===== config.mk =====
export PLATFORM = sky130hd
export DESIGN_NAME = stap_top
export DESIGN_NICKNAME = d
export VERILOG_FILES = /design/src/verilog/stap_pkg.sv /design/src/verilog/stap_fsm.sv /design/src/verilog/stap_irreg.sv /design/src/verilog/stap_datareg.sv /design/src/verilog/stap_tdomux.sv /design/src/verilog/stap_top.sv
export SDC_FILE = /design/constraint.sdc
export NUM_CORES = 1
export LEC_CHECK = 0
export BUFFER_PORTS_ARGS = -buffer_cell sky130_fd_sc_hd__buf_2
export CORE_ASPECT_RATIO = 1.25
export CORE_MARGIN = 5
export CORE_UTILIZATION = 59
export CTS_BUF_LIST = sky130_fd_sc_hd__clkbuf_16
export CTS_CLUSTER_DIAMETER = 80
export DETAILED_ROUTE_END_ITERATION = 6
export GPL_ROUTABILITY_DRIVEN = 0
export PLACE_DENSITY = 0.77
export SLEW_MARGIN = 20
export SYNTH_ARGS = -nofsm -noshare
export SYNTH_HDL_FRONTEND = slang
export SYNTH_HIERARCHICAL = 1
export SYNTH_SLANG_ARGS = --single-unit

===== constraint.sdc =====
create_clock -name ftap_tck -period 3.7 [get_ports ftap_tck]
set_input_delay 0 -clock ftap_tck [delete_from_list [all_inputs] [get_ports ftap_tck]]
set_output_delay 0 -clock ftap_tck [all_outputs]
set_load 0.02 [all_outputs]

===== src/verilog/stap_pkg.sv =====
`default_nettype none

package stap_pkg;

   // ***********************************************************
   // Widths that carry a meaning
   // ***********************************************************

   // Identification code word, bit 0 always 1
   typedef logic [31:0] id_word_t;

   // Low opcode nibble, zero-extended to the instruction width
   typedef logic [3:0] opc_nibble_t;

   // ***********************************************************
   // TAP controller states
   // ***********************************************************

   // Encoding follows the usual 1149.1 state numbering
   typedef enum logic [3:0] {
      TLR        = 4'hF,
      RTI        = 4'hC,
      SELECT_DR  = 4'h7,
      CAPTURE_DR = 4'h6,
      SHIFT_DR   = 4'h2,
      EXIT1_DR   = 4'h1,
      PAUSE_DR   = 4'h3,
      EXIT2_DR   = 4'h0,
      UPDATE_DR  = 4'h5,
      SELECT_IR  = 4'h4,
      CAPTURE_IR = 4'hE,
      SHIFT_IR   = 4'hA,
      EXIT1_IR   = 4'h9,
      PAUSE_IR   = 4'hB,
      EXIT2_IR   = 4'h8,
      UPDATE_IR  = 4'hD
   } stap_state_t;

   // Control strobes decoded from the current TAP state
   typedef struct packed {
      logic tlrs;
      logic capture_ir;
      logic shift_ir;
      logic update_ir;
      logic capture_dr;
      logic shift_dr;
      logic update_dr;
   } stap_ctrl_t;

   // ***********************************************************
   // Instruction opcodes
   // ***********************************************************
   localparam opc_nibble_t OPC_IDCODE    = 4'h2;
   localparam opc_nibble_t OPC_SLVIDCODE = 4'hC;
   localparam opc_nibble_t OPC_USERDATA  = 4'h5;

   // Fixed pattern loaded into the IR shift stage in Capture-IR
   localparam logic [1:0] IR_CAPTURE = 2'b01;

endpackage

`default_nettype wire


===== src/verilog/stap_fsm.sv =====
`timescale 1ns/100ps
`default_nettype none

module stap_fsm
   (
   input  logic                 ftap_tck,
   input  logic                 powergoodrst_trst_b,
   input  logic                 ftap_tms,
   output stap_pkg::stap_ctrl_t stap_ctrl,
   output logic                 shift_ir_dr,
   output logic                 shift_ir_sel
   );

   import stap_pkg::*;

   // Current and next TAP state
   stap_state_t state;
   stap_state_t state_nxt;

   // ***********************************************************
   // State register
   // ***********************************************************

   // Power-good reset forces Test-Logic-Reset
   always_ff @(posedge ftap_tck or negedge powergoodrst_trst_b)
   begin
      if (!powergoodrst_trst_b)
      begin
         state <= TLR;
      end
      else
      begin
         state <= state_nxt;
      end
   end

   // ***********************************************************
   // Next state, standard TAP graph
   // ***********************************************************
   always_comb
   begin
      case (state)
         TLR:        state_nxt = ftap_tms ? TLR        : RTI;
         RTI:        state_nxt = ftap_tms ? SELECT_DR  : RTI;
         // DR column
         SELECT_DR:  state_nxt = ftap_tms ? SELECT_IR  : CAPTURE_DR;
         CAPTURE_DR: state_nxt = ftap_tms ? EXIT1_DR   : SHIFT_DR;
         SHIFT_DR:   state_nxt = ftap_tms ? EXIT1_DR   : SHIFT_DR;
         EXIT1_DR:   state_nxt = ftap_tms ? UPDATE_DR  : PAUSE_DR;
         PAUSE_DR:   state_nxt = ftap_tms ? EXIT2_DR   : PAUSE_DR;
         EXIT2_DR:   state_nxt = ftap_tms ? UPDATE_DR  : SHIFT_DR;
         UPDATE_DR:  state_nxt = ftap_tms ? SELECT_DR  : RTI;
         // IR column, TMS high in Select-IR escapes to reset
         SELECT_IR:  state_nxt = ftap_tms ? TLR        : CAPTURE_IR;
         CAPTURE_IR: state_nxt = ftap_tms ? EXIT1_IR   : SHIFT_IR;
         SHIFT_IR:   state_nxt = ftap_tms ? EXIT1_IR   : SHIFT_IR;
         EXIT1_IR:   state_nxt = ftap_tms ? UPDATE_IR  : PAUSE_IR;
         PAUSE_IR:   state_nxt = ftap_tms ? EXIT2_IR   : PAUSE_IR;
         EXIT2_IR:   state_nxt = ftap_tms ? UPDATE_IR  : SHIFT_IR;
         UPDATE_IR:  state_nxt = ftap_tms ? SELECT_DR  : RTI;
         default:    state_nxt = TLR;
      endcase
   end

   // ***********************************************************
   // Control strobe decode
   // ***********************************************************

   // Pure decodes of the current state, acted on at the exiting edge
   always_comb
   begin
      stap_ctrl.tlrs       = (state == TLR);
      stap_ctrl.capture_ir = (state == CAPTURE_IR);
      stap_ctrl.shift_ir   = (state == SHIFT_IR);
      stap_ctrl.update_ir  = (state == UPDATE_IR);
      stap_ctrl.capture_dr = (state == CAPTURE_DR);
      stap_ctrl.shift_dr   = (state == SHIFT_DR);
      stap_ctrl.update_dr  = (state == UPDATE_DR);
   end

   // Either shift state enables the serial output
   assign shift_ir_dr  = (state == SHIFT_IR) || (state == SHIFT_DR);

   // High when the running shift goes through the instruction path
   assign shift_ir_sel = (state == SHIFT_IR);

endmodule

`default_nettype wire


===== src/verilog/stap_irreg.sv =====
`timescale 1ns/100ps
`default_nettype none

module stap_irreg
   #(
   parameter int IR_WIDTH = 8
   )
   (
   input  logic                 ftap_tck,
   input  logic                 powergoodrst_trst_b,
   input  logic                 ftap_tdi,
   input  stap_pkg::stap_ctrl_t stap_ctrl,
   output logic [IR_WIDTH-1:0]  stap_ireg,
   output logic                 ir_serial_out
   );

   import stap_pkg::*;

   // Capture pattern and reset instruction at full width
   localparam logic [IR_WIDTH-1:0] IR_CAPTURE_WORD = IR_WIDTH'(IR_CAPTURE);
   localparam logic [IR_WIDTH-1:0] IR_SLVIDCODE    = IR_WIDTH'(OPC_SLVIDCODE);

   logic [IR_WIDTH-1:0] shift_reg;

   // ***********************************************************
   // Shift stage, rising edge
   // ***********************************************************

   // Holds 01 in reset and in Test-Logic-Reset
   // Reloads 01 in Capture-IR
   // TDI enters at the MSB, LSB leaves first
   always_ff @(posedge ftap_tck or negedge powergoodrst_trst_b)
   begin
      if (!powergoodrst_trst_b)
      begin
         shift_reg <= IR_CAPTURE_WORD;
      end
      else if (stap_ctrl.tlrs || stap_ctrl.capture_ir)
      begin
         shift_reg <= IR_CAPTURE_WORD;
      end
      else if (stap_ctrl.shift_ir)
      begin
         shift_reg <= {ftap_tdi, shift_reg[IR_WIDTH-1:1]};
      end
   end

   // Serial bit towards the TDO stage
   assign ir_serial_out = shift_reg[0];

   // ***********************************************************
   // Parallel instruction register, falling edge
   // ***********************************************************

   // Loaded mid-cycle in Update-IR so the new opcode is stable
   // before the next rising edge
   always_ff @(negedge ftap_tck or negedge powergoodrst_trst_b)
   begin
      if (!powergoodrst_trst_b)
      begin
         stap_ireg <= IR_SLVIDCODE;
      end
      else if (stap_ctrl.tlrs)
      begin
         stap_ireg <= IR_SLVIDCODE;
      end
      else if (stap_ctrl.update_ir)
      begin
         stap_ireg <= shift_reg;
      end
   end

endmodule

`default_nettype wire


===== src/verilog/stap_datareg.sv =====
`timescale 1ns/100ps
`default_nettype none

module stap_datareg
   #(
   parameter int                 IR_WIDTH        = 8,
   parameter int                 USER_WIDTH      = 16,
   parameter stap_pkg::id_word_t IDCODE_VALUE    = 32'h1ABCD0C3,
   parameter stap_pkg::id_word_t SLVIDCODE_VALUE = 32'h0F00D0E5
   )
   (
   input  logic                  ftap_tck,
   input  logic                  powergoodrst_trst_b,
   input  logic                  ftap_tdi,
   input  stap_pkg::stap_ctrl_t  stap_ctrl,
   input  logic [IR_WIDTH-1:0]   stap_ireg,
   output logic                  dr_serial_out,
   output logic [USER_WIDTH-1:0] user_data
   );

   import stap_pkg::*;

   // Opcodes widened to the instruction register
   localparam logic [IR_WIDTH-1:0] IR_IDCODE    = IR_WIDTH'(OPC_IDCODE);
   localparam logic [IR_WIDTH-1:0] IR_SLVIDCODE = IR_WIDTH'(OPC_SLVIDCODE);
   localparam logic [IR_WIDTH-1:0] IR_USERDATA  = IR_WIDTH'(OPC_USERDATA);

   // Register selects, exactly one is high
   logic sel_idcode;
   logic sel_slvidcode;
   logic sel_user;
   logic sel_bypass;

   logic                  bypass_reg;
   id_word_t              id_shift;
   logic [USER_WIDTH-1:0] user_shift;

   // ***********************************************************
   // Instruction decode
   // ***********************************************************
   assign sel_idcode    = (stap_ireg == IR_IDCODE);
   assign sel_slvidcode = (stap_ireg == IR_SLVIDCODE);
   assign sel_user      = (stap_ireg == IR_USERDATA);
   // All ones and every unlisted opcode fall through to bypass
   assign sel_bypass    = !(sel_idcode || sel_slvidcode || sel_user);

   // ***********************************************************
   // Bypass bit
   // ***********************************************************

   // Captures 0, so a bypass scan leads with a zero
   always_ff @(posedge ftap_tck or negedge powergoodrst_trst_b)
   begin
      if (!powergoodrst_trst_b)
      begin
         bypass_reg <= 1'b0;
      end
      else if (stap_ctrl.capture_dr)
      begin
         bypass_reg <= 1'b0;
      end
      else if (stap_ctrl.shift_dr && sel_bypass)
      begin
         bypass_reg <= ftap_tdi;
      end
   end

   // ***********************************************************
   // Identification shift register
   // ***********************************************************

   // One 32-bit path serves IDCODE and SLVIDCODE
   always_ff @(posedge ftap_tck)
   begin
      if (stap_ctrl.capture_dr)
      begin
         id_shift <= sel_idcode ? IDCODE_VALUE : SLVIDCODE_VALUE;
      end
      else if (stap_ctrl.shift_dr && (sel_idcode || sel_slvidcode))
      begin
         id_shift <= {ftap_tdi, id_shift[31:1]};
      end
   end

   // ***********************************************************
   // User test data register
   // ***********************************************************

   // Shift stage captures the present parallel value
   always_ff @(posedge ftap_tck)
   begin
      if (stap_ctrl.capture_dr && sel_user)
      begin
         user_shift <= user_data;
      end
      else if (stap_ctrl.shift_dr && sel_user)
      begin
         user_shift <= {ftap_tdi, user_shift[USER_WIDTH-1:1]};
      end
   end

   // Shadow register, updated on the falling edge in Update-DR
   always_ff @(negedge ftap_tck or negedge powergoodrst_trst_b)
   begin
      if (!powergoodrst_trst_b)
      begin
         user_data <= '0;
      end
      else if (stap_ctrl.update_dr && sel_user)
      begin
         user_data <= user_shift;
      end
   end

   // ***********************************************************
   // Serial output select
   // ***********************************************************
   always_comb
   begin
      if (sel_user)
      begin
         dr_serial_out = user_shift[0];
      end
      else if (sel_idcode || sel_slvidcode)
      begin
         dr_serial_out = id_shift[0];
      end
      else
      begin
         dr_serial_out = bypass_reg;
      end
   end

endmodule

`default_nettype wire


===== src/verilog/stap_tdomux.sv =====
`timescale 1ns/100ps
`default_nettype none

module stap_tdomux
   (
   input  logic ftap_tck,
   input  logic powergoodrst_trst_b,
   input  logic shift_ir_dr,
   input  logic shift_ir_sel,
   input  logic ir_serial_out,
   input  logic dr_serial_out,
   output logic atap_tdo,
   output logic atap_tdoen
   );

   // Serial bit of whichever path is shifting
   logic tdo_sel;

   // IR path in Shift-IR, DR path otherwise
   assign tdo_sel = shift_ir_sel ? ir_serial_out : dr_serial_out;

   // ***********************************************************
   // Falling-edge retiming
   // ***********************************************************

   // TDO changes mid-cycle so the far end samples a settled bit
   // on the following rising edge
   // Outside a shift TDO is parked at 0 with the enable low
   always_ff @(negedge ftap_tck or negedge powergoodrst_trst_b)
   begin
      if (!powergoodrst_trst_b)
      begin
         atap_tdo   <= 1'b0;
         atap_tdoen <= 1'b0;
      end
      else
      begin
         atap_tdo   <= shift_ir_dr ? tdo_sel : 1'b0;
         atap_tdoen <= shift_ir_dr;
      end
   end

endmodule

`default_nettype wire


===== src/verilog/stap_top.sv =====
`timescale 1ns/100ps
`default_nettype none

module stap_top
   #(
   parameter int                 IR_WIDTH        = 8,
   parameter int                 USER_WIDTH      = 16,
   parameter stap_pkg::id_word_t IDCODE_VALUE    = 32'h1ABCD0C3,
   parameter stap_pkg::id_word_t SLVIDCODE_VALUE = 32'h0F00D0E5
   )
   (
   input  logic                  ftap_tck,
   input  logic                  powergoodrst_trst_b,
   input  logic                  ftap_tms,
   input  logic                  ftap_tdi,
   output logic                  atap_tdo,
   output logic                  atap_tdoen,
   output logic [USER_WIDTH-1:0] user_data,
   output logic [IR_WIDTH-1:0]   stap_ireg
   );

   import stap_pkg::*;

   // Strobes from the controller
   stap_ctrl_t stap_ctrl;
   logic       shift_ir_dr;
   logic       shift_ir_sel;

   // Serial bits towards the TDO stage
   logic       ir_serial_out;
   logic       dr_serial_out;

   // ***********************************************************
   // TAP controller
   // ***********************************************************
   stap_fsm u_fsm (
      .ftap_tck            (ftap_tck),
      .powergoodrst_trst_b (powergoodrst_trst_b),
      .ftap_tms            (ftap_tms),
      .stap_ctrl           (stap_ctrl),
      .shift_ir_dr         (shift_ir_dr),
      .shift_ir_sel        (shift_ir_sel)
   );

   // Instruction register
   stap_irreg #(
      .IR_WIDTH (IR_WIDTH)
   ) u_irreg (
      .ftap_tck            (ftap_tck),
      .powergoodrst_trst_b (powergoodrst_trst_b),
      .ftap_tdi            (ftap_tdi),
      .stap_ctrl           (stap_ctrl),
      .stap_ireg           (stap_ireg),
      .ir_serial_out       (ir_serial_out)
   );

   // Data registers selected by the instruction
   stap_datareg #(
      .IR_WIDTH        (IR_WIDTH),
      .USER_WIDTH      (USER_WIDTH),
      .IDCODE_VALUE    (IDCODE_VALUE),
      .SLVIDCODE_VALUE (SLVIDCODE_VALUE)
   ) u_datareg (
      .ftap_tck            (ftap_tck),
      .powergoodrst_trst_b (powergoodrst_trst_b),
      .ftap_tdi            (ftap_tdi),
      .stap_ctrl           (stap_ctrl),
      .stap_ireg           (stap_ireg),
      .dr_serial_out       (dr_serial_out),
      .user_data           (user_data)
   );

   // Output stage
   stap_tdomux u_tdomux (
      .ftap_tck            (ftap_tck),
      .powergoodrst_trst_b (powergoodrst_trst_b),
      .shift_ir_dr         (shift_ir_dr),
      .shift_ir_sel        (shift_ir_sel),
      .ir_serial_out       (ir_serial_out),
      .dr_serial_out       (dr_serial_out),
      .atap_tdo            (atap_tdo),
      .atap_tdoen          (atap_tdoen)
   );

endmodule

`default_nettype wire


After elaboration in Yosys (flattened, before gate mapping)
Cells that the tools add are included.
Cells by class
  reduce and logical (&&, ||, !) cells: 19
  mux-type cells: 28
  equality and inequality tests: 18
Operators by type and width (count)
  2-to-1 mux 32 bit: 2
  one-hot mux 4 bit (12 select lines): 1
  equality test 4 bit, second input constant: 8
  2-to-1 mux 16 bit: 2
  2-to-1 mux 8 bit: 4
  2-to-1 mux 29 bit: 1
  equality test 4 x 3 -> 1 bit, second input constant: 4
  2-to-1 mux 2 bit: 6
  2-to-1 mux 3 bit: 4
  nonzero test 2 bit: 5
  equality test 4 x 2 -> 1 bit, second input constant: 2
  equality test 8 x 2 -> 1 bit, second input constant: 1
  equality test 8 x 3 -> 1 bit, second input constant: 1
  equality test 8 x 4 -> 1 bit, second input constant: 1
  2-to-1 mux 1 bit: 7
  logical AND 1 bit: 5
  equality test 4 x 1 -> 1 bit, second input constant: 1
  zero test 4 bit: 1
  logical OR 1 bit: 4
  2-to-1 mux 4 bit: 1
  OR reduction 2 bit: 2
  OR reduction 3 bit: 1
  zero test 1 bit: 1
Word-level totals
  flip-flop bits (word level): 87
  output and inout bits: 26

Depth between registers and ports, before layout
  depth after elaboration: 7
  depth in mapped cells: 7
  mapped depth without buffers: 5

Hierarchy
Netlist, hierarchy kept.
Modules (own cells, without submodules)
  stap_datareg: times used 1, cells each 168, area each 2791.4 µm²
  stap_irreg: times used 1, cells each 54, area each 670.6 µm²
  stap_fsm: times used 1, cells each 33, area each 272.8 µm²
  stap_tdomux: times used 1, cells each 4, area each 66.3 µm²

==> results.sh <==
export IMPL_status="complete, but fails checks"
export IMPL_violations="setup timing"
export IMPL_grt_antenna_before_repair=0
export IMPL_synth_edf_count=48
export IMPL_met3RoutedLength_um=240
export IMPL_root_buffer="clkbuf_16"
export IMPL_share_comb_of_total_power=0.285
export IMPL_power_switching_uw=1060
export IMPL_ff2ff_setup_slack_ns=-0.05
export IMPL_worstSetupPathType="reg2reg"
export IMPL_yosys_area_top_type="edfxtp_1"
export IMPL_grt_pass1_wl_um=11100
export IMPL_grt_pass1_vias=2280
export IMPL_drtIter0Drc=105
export IMPL_postLayoutCellArea_mm2=0.00451
export IMPL_synth_cells=259
export IMPL_power_frac_seq=0.438
export IMPL_p_leak_uw=0.00203
export IMPL_cp_arrival_ns=3.84
export IMPL_rows=32
export IMPL_rsz0062_at_grt="yes"
export IMPL_grt_usage=0.181
export IMPL_layout_commonest_cell="edfxtp_1"
export IMPL_cp_required_ns=3.79
export IMPL_fin_skew_ns=0.0654
export IMPL_via_count=2184
export IMPL_overflow=0
export IMPL_drive_gt1_frac=0.375
export IMPL_clock_sinks=87
export IMPL_ys_async_sr_fraction=0.448
export IMPL_fin_ws_ns=-0.0472
export IMPL_drtPass1Iterations=4
export IMPL_synthesis_nets=263
export IMPL_path_depth=5
export IMPL_relSlewSlack=0.454
export IMPL_finalMaxSlewViolations=0
export IMPL_dp_hpwl_um=4100
export IMPL_cpPeakStageDelay_ns=0.54
export IMPL_synth_ff_type="edfxtp_1"
export IMPL_grt_max_degree=36
export IMPL_synth_seq_cells=87
export IMPL_path_clk_slew_ns=0.07
export IMPL_ys_seq_area_frac=0.638
export IMPL_post_dp_cell_area_mm2=0.00407
export IMPL_ys_types=44
export IMPL_cp_top_family="flip-flops"
export IMPL_reg_top3="u_datareg/id_shift x32, u_datareg/user_data x16, u_datareg/user_shift x16"
export IMPL_synth_top_area_frac=0.379
export IMPL_critPathLaunchType="flip-flop"
export IMPL_cts_tree="done"
export IMPL_dieWidth_um=81.8
export IMPL_clockBufferDepth=2
export IMPL_syn_avg_cell_area_um2=14.7
export IMPL_tightestPinTransition_ns=0.807
export IMPL_timing_rr_start="u_irreg/stap_ireg[2]"
export IMPL_crit_slowest_cell="dfstp_2"
export IMPL_largest_reg_flops=32
export IMPL_ff2ff_path_depth=5
export IMPL_dp_slack_ns=-0.0784
export IMPL_io_buffers=29
export IMPL_largest_register="u_datareg/id_shift"
export IMPL_r2r_end="u_datareg/user_shift[9]"
export IMPL_p_sw_frac=0.320
export IMPL_end_kind="flip-flop"
export IMPL_syn2layout_area_growth_pct=18.6
export IMPL_wl_um=6900
export IMPL_worstHoldPathType="in2async"
export IMPL_ant_nets=0
export IMPL_ir_worst_vdd_uv=638
export IMPL_cp_cell_sequence="nor4bb_4, buf_4, nand3_4, clkbuf_16, mux2_4"
export IMPL_fin_nets=311
export IMPL_hold_viol=0
export IMPL_power_uw=3310
export IMPL_antennaDiodeCount=0
export IMPL_dr_max_layer_used="met4"
export IMPL_core_mm2=0.00621
export IMPL_p_per_area_mw_per_mm2=734
export IMPL_post_drt_wl_per_cell_um=17.4
export IMPL_m1WireLength_um=3000
export IMPL_initial_utilization=0.613
export IMPL_path_buf_inv=2
export IMPL_worstSetupEndpoint="u_datareg/user_shift[9]"
export IMPL_maxCapViolations=0
export IMPL_synthTopCellsByArea="edfxtp_1, dfrtn_1, mux2_4"
export IMPL_intPower_uw=2250
export IMPL_critPathLaunch="u_irreg/stap_ireg[2]"
export IMPL_ys_warn_count=6
export IMPL_pin_count=30
export IMPL_drt_vias_per_instance=5.50
export IMPL_clock_power_share=0.277
export IMPL_fill_cells=383
export IMPL_final_cell_mix="edfxtp_1, buf_2, dfrtn_1"
export IMPL_dieHeight_um=99.7
export IMPL_drcViolationCount=0
export IMPL_htree_levels=3
export IMPL_wl_met2_um=3460
export IMPL_setup_viol=47
export IMPL_syn_area_mm2=0.00380
export IMPL_worstPathMaxFanout=4
export IMPL_fin_setup_tns_ns=-0.765
export IMPL_die_area_mm2=0.00816
export IMPL_worstSkewPairLatency_ns=0.38
export IMPL_cts_made_buffers=9
export IMPL_fin_hold_ws_ns=0.296
==> cells by family after synthesis <==
logic type / Yosys count / share of synthesized area
buffers and inverters: 29 / 0.0405
DFF: 87 / 0.638
AOI/OAI and AO/OA: 28 / 0.0540
and+or+nand+nor: 68 / 0.113
muxes: 47 / 0.154
==> cell type report <==
type | count | area (um^2) | area share
Sequential cell | 87 | 2430 | 0.538
Multi-Input combinational cell | 143 | 1250 | 0.277
Timing Repair Buffer | 50 | 365 | 0.0811
Clock buffer | 9 | 225 | 0.0500
Tap cell | 85 | 106 | 0.0236
Clock inverter | 9 | 82.6 | 0.0183
Inverter | 14 | 52.6 | 0.0117
==> per-stage QoR <==
step / util / instances
final: 0.726 / 397
after detailed placement: 0.656 / 371
after CTS: 0.717 / 394
after global routing: 0.726 / 397
after global placement: 0.656 / 371
after floorplan: - / 259
==> worst register-to-register path, delay by kind of cell, from the launching register on <==
kind,cells,cell delay (ns)
mux,1,0.29
simple gates,2,0.36
buf+inv,2,0.42
flops,1,0.54
==> power by group through the flow <==
stage	Combinational [uW]	Sequential [uW]	Clock (uW)
after floorplan	543	1540	5.08
after global placement	850	1450	5.08
after detailed placement	875	1460	5.08
after CTS	893	1450	929
after global routing	1020	1480	976
final	943	1450	915
==> routing by layer <==
layer	track usage	vias up
li1	-	1029
met1	0.234	1085
met2	0.276	52
met5	0	-
met4	0.109	0
met3	0.0417	18
==> what timing repair did <==
action                                  in CTS  in global routing
pin swaps                                    0                  2
endpoints found under the hold margin        5                  0
hold buffers                                 3                  0
setup buffers                                3                  2
resized for setup                            0                  2
endpoints found under the setup margin      16                 68
gates cloned                                 0                  1
==> worst min-delay path by stage <==
stage | cells after the start | to | slack (ns) | startpoint
final | 2 | u_datareg/bypass_reg | 0.30 | powergoodrst_trst_b
after global routing | 2 | u_irreg/shift_reg[7] | 0.38 | powergoodrst_trst_b
after CTS | 2 | u_irreg/shift_reg[7] | 0.32 | powergoodrst_trst_b
after detailed placement | 1 | u_irreg/shift_reg[7] | 0.13 | powergoodrst_trst_b
after global placement | 1 | u_irreg/shift_reg[6] | 0.12 | powergoodrst_trst_b
after floorplan | 0 | u_datareg/bypass_reg | -0.30 | powergoodrst_trst_b
==> Yosys cell counts, types with 5 or more instances <==
library cell,instances
nor2b_1,19
mux2_2,12
inv_1,15
edfxtp_1,48
dfrtn_1,24
mux2i_1,14
dfstp_2,7
or2_2,8
buf_6,5
o21ai_0,9
mux2_4,20
clkbuf_1,5
nor2_1,17
dfrtp_1,8
Note: power is estimated with default switching activity, not from simulation.
